===== src/fetch_pkg.sv =====
`default_nettype none

package fetch_pkg;

    ////////////////////
    // widths
    localparam int NUM_BANKS = 2;    // bank 0 even lines, bank 1 odd lines
    localparam int FIP_W     = 28;   // 32-bit address minus the byte offset
    localparam int LINE_W    = 128;
    localparam int VPN_W     = 20;
    localparam int PFN_W     = 20;
    localparam int PLINE_W   = 11;   // pfn[2:0] then fip[7:0]
    localparam int TLB_IDX_W = 3;

    typedef logic [FIP_W-1:0]     fip_t;
    typedef logic [LINE_W-1:0]    line_t;
    typedef logic [VPN_W-1:0]     vpn_t;
    typedef logic [PFN_W-1:0]     pfn_t;
    typedef logic [PLINE_W-1:0]   pline_t;
    typedef logic [TLB_IDX_W-1:0] tlb_idx_t;

    ////////////////////
    // bank side bundles
    typedef struct packed {
        logic load;    // move the fip to target this cycle
        fip_t target;
    } redirect_t;

    typedef struct packed {
        logic   req;
        pline_t pline;
    } miss_req_t;

    typedef struct packed {
        logic   wr;
        pline_t pline;
        line_t  data;
    } fill_t;

    typedef struct packed {
        logic     wr;      // write strobe
        tlb_idx_t idx;
        vpn_t     vpn;
        pfn_t     pfn;
        logic     valid;
    } tlb_wr_t;

    // refill arbiter fsm
    typedef enum logic {
        ARB_IDLE,
        ARB_WAIT
    } arb_state_t;

endpackage

`default_nettype wire


===== src/fetch_cf_select.sv =====
`timescale 1ns/1ps
`default_nettype none

module fetch_cf_select (
    input  wire                    init_i,
    input  wire [31:0]             init_addr_i,
    input  wire                    resteer_i,
    input  wire fetch_pkg::fip_t   wb_fip_even_i,
    input  wire fetch_pkg::fip_t   wb_fip_odd_i,
    input  wire                    bp_taken_i,
    input  wire fetch_pkg::fip_t   bp_fip_even_i,
    input  wire fetch_pkg::fip_t   bp_fip_odd_i,
    output fetch_pkg::redirect_t [fetch_pkg::NUM_BANKS-1:0] redirect_o
);
    import fetch_pkg::*;

    fip_t                 init_line;
    fip_t                 init_line_p1;
    fip_t [NUM_BANKS-1:0] init_fip;
    fip_t [NUM_BANKS-1:0] wb_fip;
    fip_t [NUM_BANKS-1:0] bp_fip;
    logic                 any_cf;

    ////////////////////
    // init address split
    assign init_line    = init_addr_i[31:4];
    assign init_line_p1 = init_line + fip_t'(1);   // next 16-byte line

    // addr bit 4 tells which bank owns the starting line
    assign init_fip[0] = init_line[0] ? init_line_p1 : init_line;
    assign init_fip[1] = init_line[0] ? init_line : init_line_p1;

    assign wb_fip[0] = wb_fip_even_i;
    assign wb_fip[1] = wb_fip_odd_i;
    assign bp_fip[0] = bp_fip_even_i;
    assign bp_fip[1] = bp_fip_odd_i;

    assign any_cf = init_i | resteer_i | bp_taken_i;

    ////////////////////
    // priority init > resteer > branch
    always_comb begin
        for (int b = 0; b < NUM_BANKS; b++) begin
            redirect_o[b].load = any_cf;   // a redirect always loads both banks
            if (init_i) begin
                redirect_o[b].target = init_fip[b];
            end else if (resteer_i) begin
                redirect_o[b].target = wb_fip[b];
            end else begin
                redirect_o[b].target = bp_fip[b];
            end
        end
    end

endmodule

`default_nettype wire


===== src/itlb.sv =====
`timescale 1ns/1ps
`default_nettype none

module itlb #(
    parameter int TLB_ENTRIES = 8
) (
    input  wire                      clk,
    input  wire                      reset_i,
    input  wire fetch_pkg::tlb_wr_t  tlb_wr_i,
    input  wire fetch_pkg::vpn_t     vpn_i,
    output fetch_pkg::pfn_t          pfn_o,
    output logic                     miss_o
);
    import fetch_pkg::*;

    vpn_t                   vpn_tab [TLB_ENTRIES];
    pfn_t                   pfn_tab [TLB_ENTRIES];
    logic [TLB_ENTRIES-1:0] valid_q;
    logic                   found;
    logic                   wr_ok;

    // index beyond the table is dropped
    assign wr_ok = tlb_wr_i.wr && (int'(tlb_wr_i.idx) < TLB_ENTRIES);

    always_ff @(posedge clk) begin
        if (reset_i) begin
            valid_q <= '0;
        end else if (wr_ok) begin
            valid_q[tlb_wr_i.idx] <= tlb_wr_i.valid;
        end
    end

    always_ff @(posedge clk) begin
        if (wr_ok) begin
            vpn_tab[tlb_wr_i.idx] <= tlb_wr_i.vpn;
            pfn_tab[tlb_wr_i.idx] <= tlb_wr_i.pfn;
        end
    end

    ////////////////////
    // lookup, lowest matching entry wins
    always_comb begin
        found = 1'b0;
        pfn_o = '0;
        for (int i = 0; i < TLB_ENTRIES; i++) begin
            if (!found && valid_q[i] && (vpn_tab[i] == vpn_i)) begin
                found = 1'b1;
                pfn_o = pfn_tab[i];
            end
        end
    end

    assign miss_o = ~found;

endmodule

`default_nettype wire


===== src/icache_array.sv =====
`timescale 1ns/1ps
`default_nettype none

module icache_array #(
    parameter int SETS = 8
) (
    input  wire                     clk,
    input  wire                     reset_i,
    input  wire fetch_pkg::pline_t  pline_i,
    input  wire fetch_pkg::fill_t   fill_i,
    output fetch_pkg::line_t        line_o,
    output logic                    hit_o
);
    import fetch_pkg::*;

    localparam int IDX_W = $clog2(SETS);
    localparam int TAG_W = PLINE_W - 1 - IDX_W;   // bit 0 is bank parity

    line_t             data_mem [SETS];
    logic [TAG_W-1:0]  tag_mem  [SETS];
    logic [SETS-1:0]   valid_q;

    logic [IDX_W-1:0]  rd_idx;
    logic [TAG_W-1:0]  rd_tag;
    logic [IDX_W-1:0]  wr_idx;
    logic [TAG_W-1:0]  wr_tag;

    assign rd_idx = pline_i[IDX_W:1];
    assign rd_tag = pline_i[PLINE_W-1:IDX_W+1];
    assign wr_idx = fill_i.pline[IDX_W:1];
    assign wr_tag = fill_i.pline[PLINE_W-1:IDX_W+1];

    ////////////////////
    // refill writes
    always_ff @(posedge clk) begin
        if (reset_i) begin
            valid_q <= '0;
        end else if (fill_i.wr) begin
            valid_q[wr_idx] <= 1'b1;
        end
    end

    always_ff @(posedge clk) begin
        if (fill_i.wr) begin
            data_mem[wr_idx] <= fill_i.data;
            tag_mem[wr_idx]  <= wr_tag;
        end
    end

    // async read
    assign line_o = data_mem[rd_idx];
    assign hit_o  = valid_q[rd_idx] && (tag_mem[rd_idx] == rd_tag);

endmodule

`default_nettype wire


===== src/fetch_bank.sv =====
`timescale 1ns/1ps
`default_nettype none

module fetch_bank #(
    parameter int SETS        = 8,
    parameter int TLB_ENTRIES = 8
) (
    input  wire                        clk,
    input  wire                        reset_i,
    input  wire fetch_pkg::redirect_t  redirect_i,
    input  wire                        consume_i,
    input  wire fetch_pkg::tlb_wr_t    tlb_wr_i,
    input  wire fetch_pkg::fill_t      fill_i,
    output fetch_pkg::fip_t            fip_o,
    output fetch_pkg::line_t           line_o,
    output logic                       hit_o,
    output logic                       tlb_miss_o,
    output fetch_pkg::miss_req_t       miss_req_o
);
    import fetch_pkg::*;

    fip_t   fip_q;
    pfn_t   pfn;
    pline_t pline;
    logic   cache_hit;

    ////////////////////
    // fip register
    always_ff @(posedge clk) begin
        if (reset_i) begin
            fip_q <= '0;
        end else if (redirect_i.load) begin
            fip_q <= redirect_i.target;
        end else if (consume_i && hit_o) begin
            fip_q <= fip_q + fip_t'(2);   // skip the other bank's line
        end
    end

    assign fip_o = fip_q;

    itlb #(
        .TLB_ENTRIES (TLB_ENTRIES)
    ) itlb_inst (
        .clk      (clk),
        .reset_i  (reset_i),
        .tlb_wr_i (tlb_wr_i),
        .vpn_i    (fip_q[27:8]),
        .pfn_o    (pfn),
        .miss_o   (tlb_miss_o)
    );

    // physical line from frame low bits and page offset
    assign pline = {pfn[2:0], fip_q[7:0]};

    icache_array #(
        .SETS (SETS)
    ) icache_inst (
        .clk     (clk),
        .reset_i (reset_i),
        .pline_i (pline),
        .fill_i  (fill_i),
        .line_o  (line_o),
        .hit_o   (cache_hit)
    );

    assign hit_o            = cache_hit & ~tlb_miss_o;
    assign miss_req_o.req   = ~tlb_miss_o & ~cache_hit;   // no refill on a tlb miss
    assign miss_req_o.pline = pline;

endmodule

`default_nettype wire


===== src/refill_arbiter.sv =====
`timescale 1ns/1ps
`default_nettype none

module refill_arbiter (
    input  wire                        clk,
    input  wire                        reset_i,
    input  wire fetch_pkg::miss_req_t [fetch_pkg::NUM_BANKS-1:0] miss_req_i,
    output logic                       refill_req_o,
    output fetch_pkg::pline_t          refill_addr_o,
    input  wire                        refill_valid_i,
    input  wire fetch_pkg::line_t      refill_data_i,
    output fetch_pkg::fill_t [fetch_pkg::NUM_BANKS-1:0] fill_o
);
    import fetch_pkg::*;

    arb_state_t state_q;
    logic       owner_q;   // bank in service, also the last one served
    pline_t     addr_q;
    logic       any_req;
    logic       pick;
    logic       accept;

    assign any_req = miss_req_i[0].req | miss_req_i[1].req;
    assign accept  = (state_q == ARB_IDLE) && any_req;

    // round robin on a tie
    always_comb begin
        if (miss_req_i[0].req && miss_req_i[1].req) begin
            pick = ~owner_q;
        end else begin
            pick = miss_req_i[1].req;
        end
    end

    ////////////////////
    // fsm
    always_ff @(posedge clk) begin
        if (reset_i) begin
            state_q <= ARB_IDLE;
            owner_q <= 1'b1;   // bank 0 goes first on the first tie
        end else begin
            case (state_q)
                ARB_IDLE: begin
                    if (any_req) begin
                        state_q <= ARB_WAIT;
                        owner_q <= pick;
                    end
                end
                ARB_WAIT: begin
                    if (refill_valid_i) begin
                        state_q <= ARB_IDLE;
                    end
                end
                default: state_q <= ARB_IDLE;
            endcase
        end
    end

    always_ff @(posedge clk) begin
        if (accept) begin
            addr_q <= miss_req_i[pick].pline;
        end
    end

    assign refill_req_o  = (state_q == ARB_WAIT);
    assign refill_addr_o = addr_q;   // held until the data returns

    // return goes to the owner whatever its fip is now
    always_comb begin
        for (int b = 0; b < NUM_BANKS; b++) begin
            fill_o[b].wr    = refill_req_o && refill_valid_i && (owner_q == 1'(b));
            fill_o[b].pline = addr_q;
            fill_o[b].data  = refill_data_i;
        end
    end

endmodule

`default_nettype wire


===== src/fetch_top.sv =====
`timescale 1ns/1ps
`default_nettype none

module fetch_top #(
    parameter int SETS        = 8,
    parameter int TLB_ENTRIES = 8
) (
    input  wire                      clk,
    input  wire                      reset_i,
    // control flow
    input  wire                      init_i,
    input  wire [31:0]               init_addr_i,
    input  wire                      resteer_i,
    input  wire fetch_pkg::fip_t     wb_fip_even_i,
    input  wire fetch_pkg::fip_t     wb_fip_odd_i,
    input  wire                      bp_taken_i,
    input  wire fetch_pkg::fip_t     bp_fip_even_i,
    input  wire fetch_pkg::fip_t     bp_fip_odd_i,
    // decoder took the line
    input  wire                      consume_even_i,
    input  wire                      consume_odd_i,
    // tlb fill
    input  wire                      tlb_wr_i,
    input  wire fetch_pkg::tlb_idx_t tlb_wr_idx_i,
    input  wire fetch_pkg::vpn_t     tlb_wr_vpn_i,
    input  wire fetch_pkg::pfn_t     tlb_wr_pfn_i,
    input  wire                      tlb_wr_valid_i,
    // memory return
    input  wire                      refill_valid_i,
    input  wire fetch_pkg::line_t    refill_data_i,
    // per bank results
    output fetch_pkg::fip_t          fip_even_o,
    output fetch_pkg::fip_t          fip_odd_o,
    output fetch_pkg::line_t         line_even_o,
    output fetch_pkg::line_t         line_odd_o,
    output logic                     hit_even_o,
    output logic                     hit_odd_o,
    output logic                     tlb_miss_even_o,
    output logic                     tlb_miss_odd_o,
    output logic                     refill_req_o,
    output fetch_pkg::pline_t        refill_addr_o
);
    import fetch_pkg::*;

    redirect_t [NUM_BANKS-1:0] redirect_w;
    miss_req_t [NUM_BANKS-1:0] miss_req_w;
    fill_t     [NUM_BANKS-1:0] fill_w;
    fip_t      [NUM_BANKS-1:0] fip_w;
    line_t     [NUM_BANKS-1:0] line_w;
    logic      [NUM_BANKS-1:0] hit_w;
    logic      [NUM_BANKS-1:0] tlb_miss_w;
    logic      [NUM_BANKS-1:0] consume_w;
    tlb_wr_t                   tlb_wr_w;

    assign consume_w = {consume_odd_i, consume_even_i};

    assign tlb_wr_w.wr    = tlb_wr_i;
    assign tlb_wr_w.idx   = tlb_wr_idx_i;
    assign tlb_wr_w.vpn   = tlb_wr_vpn_i;
    assign tlb_wr_w.pfn   = tlb_wr_pfn_i;
    assign tlb_wr_w.valid = tlb_wr_valid_i;

    fetch_cf_select cf_select_inst (
        .init_i        (init_i),
        .init_addr_i   (init_addr_i),
        .resteer_i     (resteer_i),
        .wb_fip_even_i (wb_fip_even_i),
        .wb_fip_odd_i  (wb_fip_odd_i),
        .bp_taken_i    (bp_taken_i),
        .bp_fip_even_i (bp_fip_even_i),
        .bp_fip_odd_i  (bp_fip_odd_i),
        .redirect_o    (redirect_w)
    );

    ////////////////////
    // even and odd banks
    for (genvar b = 0; b < NUM_BANKS; b++) begin : g_bank
        fetch_bank #(
            .SETS        (SETS),
            .TLB_ENTRIES (TLB_ENTRIES)
        ) bank_inst (
            .clk        (clk),
            .reset_i    (reset_i),
            .redirect_i (redirect_w[b]),
            .consume_i  (consume_w[b]),
            .tlb_wr_i   (tlb_wr_w),   // both banks see the same table
            .fill_i     (fill_w[b]),
            .fip_o      (fip_w[b]),
            .line_o     (line_w[b]),
            .hit_o      (hit_w[b]),
            .tlb_miss_o (tlb_miss_w[b]),
            .miss_req_o (miss_req_w[b])
        );
    end

    refill_arbiter arbiter_inst (
        .clk            (clk),
        .reset_i        (reset_i),
        .miss_req_i     (miss_req_w),
        .refill_req_o   (refill_req_o),
        .refill_addr_o  (refill_addr_o),
        .refill_valid_i (refill_valid_i),
        .refill_data_i  (refill_data_i),
        .fill_o         (fill_w)
    );

    assign fip_even_o      = fip_w[0];
    assign fip_odd_o       = fip_w[1];
    assign line_even_o     = line_w[0];
    assign line_odd_o      = line_w[1];
    assign hit_even_o      = hit_w[0];
    assign hit_odd_o       = hit_w[1];
    assign tlb_miss_even_o = tlb_miss_w[0];
    assign tlb_miss_odd_o  = tlb_miss_w[1];

endmodule

`default_nettype wire


===== config.mk =====
export PLATFORM = sky130hd
export DESIGN_NAME = fetch_top
export DESIGN_NICKNAME = d
export VERILOG_FILES = /design/src/fetch_pkg.sv /design/src/fetch_cf_select.sv /design/src/itlb.sv /design/src/icache_array.sv /design/src/fetch_bank.sv /design/src/refill_arbiter.sv /design/src/fetch_top.sv
export SDC_FILE = /design/constraint.sdc
export NUM_CORES = 2
export LEC_CHECK = 0
export BUFFER_PORTS_ARGS = -buffer_cell sky130_fd_sc_hd__clkbuf_2
export CAP_MARGIN = 20
export CORE_UTILIZATION = 45
export DETAILED_ROUTE_END_ITERATION = 16
export MAX_ROUTING_LAYER = met4
export PLACE_DENSITY = 0.73
export SETUP_SLACK_MARGIN = 0.4
export SLEW_MARGIN = 0
export SYNTH_ARGS = -nofsm -noshare
export SYNTH_HDL_FRONTEND = slang
export SYNTH_HIERARCHICAL = 1
export SYNTH_SLANG_ARGS = --single-unit

===== constraint.sdc =====
create_clock -name clk -period 15.75 [get_ports clk]
set_input_delay 3.9375 -clock clk [delete_from_list [all_inputs] [get_ports clk]]
set_output_delay 3.9375 -clock clk [all_outputs]
set_load 0.02 [all_outputs]

After elaboration in Yosys (flattened, before gate mapping). Memory sizes are Yosys's and may differ from the RTL's. A register that Yosys moved wholly into a read port is not among the register bits. Cells that the tools add are included.

Bits in registers: 101. Memory bits (writable): 2800. Input bits: 325. Output and inout bits: 328. Word-level logic and storage cells: 190. Memories kept: 8.

$add $sub $neg: 3. Order comparisons: 7. Equal/unequal tests: 18. Mux-type cells: 72. Bitwise gates (word level): 15. Reduce and logical (&&, ||, !) cells: 58.

Memories: g_bank[0].bank_inst.icache_inst.data_mem (words 8, bits a word 128, read ports 1, clocked after memory_dff 1, write ports 1, RTL line icache_array.sv:19) `line_t data_mem [SETS];`; g_bank[1].bank_inst.icache_inst.data_mem (words 8, bits a word 128, read ports 1, clocked after memory_dff 1, write ports 1, RTL line icache_array.sv:19); g_bank[0].bank_inst.itlb_inst.pfn_tab (words 8, bits a word 20, read ports 8, clocked after memory_dff 0, write ports 1, RTL line itlb.sv:17) `pfn_t pfn_tab [TLB_ENTRIES];`; g_bank[0].bank_inst.itlb_inst.vpn_tab (words 8, bits a word 20, read ports 8, clocked after memory_dff 0, write ports 1, RTL line itlb.sv:16) `vpn_t vpn_tab [TLB_ENTRIES];`; g_bank[1].bank_inst.itlb_inst.pfn_tab (words 8, bits a word 20, read ports 8, clocked after memory_dff 0, write ports 1, RTL line itlb.sv:17); g_bank[1].bank_inst.itlb_inst.vpn_tab (words 8, bits a word 20, read ports 8, clocked after memory_dff 0, write ports 1, RTL line itlb.sv:16); 2 more memories.

Operators with widths (count): $eq A20 B20 Y1 (16); $mux W28 (10); $mux W3 (24); $add A28 B2 Y28 const B (2); $logic_and A1 B1 Y1 (41); $mux W1 (29); $add A28 B1 Y28 const B (1); $mux W11 (2); $bwmux W8 (2); $lt A3 B4 Y1 const B (4); $or A8 B8 Y8 (2); $eq A7 B7 Y1 (2); $logic_not A1 Y1 (14); $bmux W1 S3 (2); $demux W1 S3 (2); $ge A3 B1 Y1 const B (2); $not A1 Y1 (6); $and A1 B1 Y1 (4); $reduce_bool A2 Y1 (2); $or A1 B1 Y1 (3); $lt A1 B2 Y1 const B (1); $pmux W1 S2 (1); $reduce_and A2 Y1 (1).

Depth between registers and ports, before layout. An unclocked memory read counts as a cell.

Depth in word-level cells: 40. Depth in mapped cells: 19.

Hierarchy. The synthesis kept the hierarchy.

Modules (own cells, without submodules): icache_array at g_bank[0].bank_inst.icache_inst (times used 1, cells each 1618, area each 40847.9 µm²); icache_array at g_bank[1].bank_inst.icache_inst (times used 1, cells each 1621, area each 40814.1 µm²); itlb (times used 2, cells each 817, area each 13334.0 µm²); fetch_bank (times used 2, cells each 210, area each 1749.2 µm²); refill_arbiter (times used 1, cells each 314, area each 2661.3 µm²); fetch_cf_select (times used 1, cells each 320, area each 2043.2 µm²).

Worst setup path before layout. Ideal clock, no wire load.

Path type: input-to-reg. From: in refill_valid_i. To: mem g_bank[0].bank_inst/icache_inst/data_mem[0][0] (netlist bit), enable pin. Library setup time: 0.797 ns. Arrival: 13.373 ns. Data required time: 14.953 ns. Slack: 1.580 ns. Stages on the path: 4. Path buffers: 0. Path through: nand2_1 -> nor2_1 -> nand2b_1 -> nor3_1.

RTL lines: from (decl) (RTL line fetch_top.sv:29) `input wire refill_valid_i,`; to (decl) (RTL line icache_array.sv:19).

==> results.md <==
* Run status: complete, no violations
* Most frequent standard cell in the layout excluding fill and tap cells: sky130_fd_sc_hd__edfxtp_1
* Sink Count at 2629
* 1st-iter DRT viols at 6095
* Arrival @ worst endpoint at 5.84 ns
* Number of placement rows at 178
* Clock tree from TritonCTS: built
* Post-synthesis area per instance at 19.9 um2
* Via count of the routed design at 53800
* Number of vias per cell at 5.85
* CTS buffer count at 288
* Post-detailed-route count of antenna-violating nets at 0
* Kind of start point of the critical path: flip-flop
* Total leakage power at 38.5 nW
* Summed negative setup slack over all endpoints at 0 ns
* Post_cts resized at 0
* Worst r2r src: g_bank[0].bank_inst/fip_o[17]
* Port Buf Inserts at 631
* Period Utilization, post-route at 0.621
* Number of endpoints failing setup at the final stage at 0
* Number of ports placed on the die boundary at 653
* Fmax at 102 MHz
* Global-route usage over all layers at 0.236
* CTS root buffer: sky130_fd_sc_hd__clkbuf_16
* Filler instances at 18400
* Signed area change from the synthesized netlist to the final layout at 12.9%
* HPWL after DPL at 162 mm
* Part of the total power dissipated in sequential elements at 0.506
* Floorplan Core Area at 235000 um2
* Hold Buf Count CTS at 0
* Synthesis warning total at 6
* Slew HR at 0.190
* Final number of hold-violating endpoints at 0
* Internal at 0.0119 W
* Commonest non-fill, non-tap cells in the layout: 2539 x sky130_fd_sc_hd__edfxtp_1, 628 x sky130_fd_sc_hd__clkbuf_2, 540 x sky130_fd_sc_hd__mux4_2
* Reg area at 78100 um2
* Clock group share of total power at 0.417
* Die width at 488 um
* Power density over the cells at 128 nW/um2
* Synthesized instance count at 5344
* Fraction of final layout cells sized beyond drive strength 1 at 0.340
* Placer Congestion at 0.952
* Cell breakdown of the critical path: xnor2_1, nand4_1, nor4_1, nand4_1, nor3_1, a211oi_1, o31ai_1, nor4_1, nor3_1, and4_1, nor2b_1, clkbuf_2
* Worst setup path startpoint: g_bank[0].bank_inst/fip_o[17]
* Final count of pins violating max slew at 0
* Full die area at 238000 um2
* Post-route clock skew at 0.0837 ns
* Routed wire length at 275 mm
* Data required time at the worst endpoint at 11.81 ns
* Worst Setup End Kind: primary output
* Number of global-route vias before repair at 53700
* Wire length of the first global-routing pass at 389 mm
* Launch point of the worst hold path: g_bank[0].bank_inst/icache_inst/valid_q[5]
* Type of the worst setup path: flip-flop to primary output
* Starting density of the core at 0.452
* Net Count, Synth at 5673
* Net switching power of the design at 0.00345 W
* Highest-delay cell along the critical path: sky130_fd_sc_hd__dfxtp_1
* Summed instance area of the synthesized netlist at 106000 um2
* Path category of the worst min-delay check: flip-flop to flip-flop
* DR DRC count at 0
* RSZ-0062 raised after global routing: false
* Sw frac at 0.224
* Count of H-tree levels built during CTS at 5
* CP peak stage delay at 1.06 ns
* Maximum buffer depth of the clock tree at 4
* Clk pin slew, worst setup/hold paths at 0.06 ns
* Initial antenna violation count at 37
* Logic pwr share at 0.077
* Area of the multi-input gates at 24600 um2
* Number of detailed-route iterations in the first pass at 6
* Least-Margin Pin Slew at 1.21 ns
* Setup bufs post-CTS at 0
* CP Max Fanout at 15
* Maximum number of pins on one net before global-route repair at 143
* Total number of nets in the final design at 6145
* Chip height at 488 um
* Clock period minus worst slack at 9.78 ns
* Worst IR drop on VDD at 0.0000868 V
* Post-DR wirelength/cell at 29.9 um
* Global route total overflow at 0
* Final Cell Area at 120000 um2
* Source-to-sink clock delay at the later pin of the worst-skew pair at 0.95 ns
* Number of violations of the max-capacitance limit at 0
* Placed standard-cell area at 111000 um2
[power by group through the flow]
stage	Sequential [W]	Clock, W	Combinational, W
6_report	0.00778	0.00642	0.00119
5_1_grt	0.00778	0.00677	0.00125
4_1_cts	0.00778	0.00651	0.00119
3_5_place_dp	0.00793	0	0.00118
3_3_place_gp	0.00792	0	0.00116
2_1_floorplan	0.00789	0	0.000815
[metal layers]
layer / share of wire / global-route usage
met2: 0.48 / 0.369
met3: 0.089 / 0.0451
met4: 0.046 / 0.102
met5: 0 / -
met1: 0.38 / 0.301
[worst max-delay path: cells and delay by family (launching register included)]
kind | cells | cell delay [ns]
buf+inv | 1 | 0.36
xor+xnor | 1 | 0.20
simple gates | 8 | 2.57
flops | 1 | 1.06
compound gates | 2 | 0.73
[state kept, by name, indices dropped and copies added (netlist names)]
name and cells:
g_bank.bank_inst/icache_inst/data_mem 2048, g_bank.bank_inst/itlb_inst/pfn_tab 48, g_bank.bank_inst/icache_inst/tag_mem 112, g_bank.bank_inst/itlb_inst/vpn_tab 320, arbiter_inst/owner_q 1, arbiter_inst/refill_addr_o 11, g_bank.bank_inst/fip_o 56, g_bank.bank_inst/itlb_inst/valid_q 16
arbiter_inst/refill_req_o 1, g_bank.bank_inst/icache_inst/valid_q 16
[stage by stage]
stage	hold WS (ns)	worst slack (ns)	total power, W	std cells	util
final	0.470	5.97	0.0154	9200	0.511
after global routing	0.494	5.62	0.0158	9190	0.510
after CTS	0.472	5.94	0.0155	9166	0.510
after detailed placement	0.459	6.91	0.00910	8674	0.472
after global placement	0.446	7.02	0.00908	8670	0.472
after floorplan	0.435	1.58	0.00871	5344	-
[area by class of cell]
class	instances	area share
Timing Repair Buffer	763	0.0360
Antenna cell	32	0.000667
Sequential cell	2629	0.650
Clock buffer	350	0.0633
Tap cell	3150	0.0328
Multi-Input combinational cell	2108	0.205
Inverter	26	0.000813
Clock inverter	142	0.0110
[path summary, 6_finish.rpt]
kind	cells after the start	slack, ns	to
hold reg to reg	2	0.47	g_bank[0].bank_inst/icache_inst/valid_q[5]
hold / removal	2	0.47	g_bank[0].bank_inst/icache_inst/valid_q[5]
setup / recovery	12	5.97	hit_even_o
setup reg to reg	14	9.81	g_bank[0].bank_inst/fip_o[20]
(Power assumes the default switching activity.)
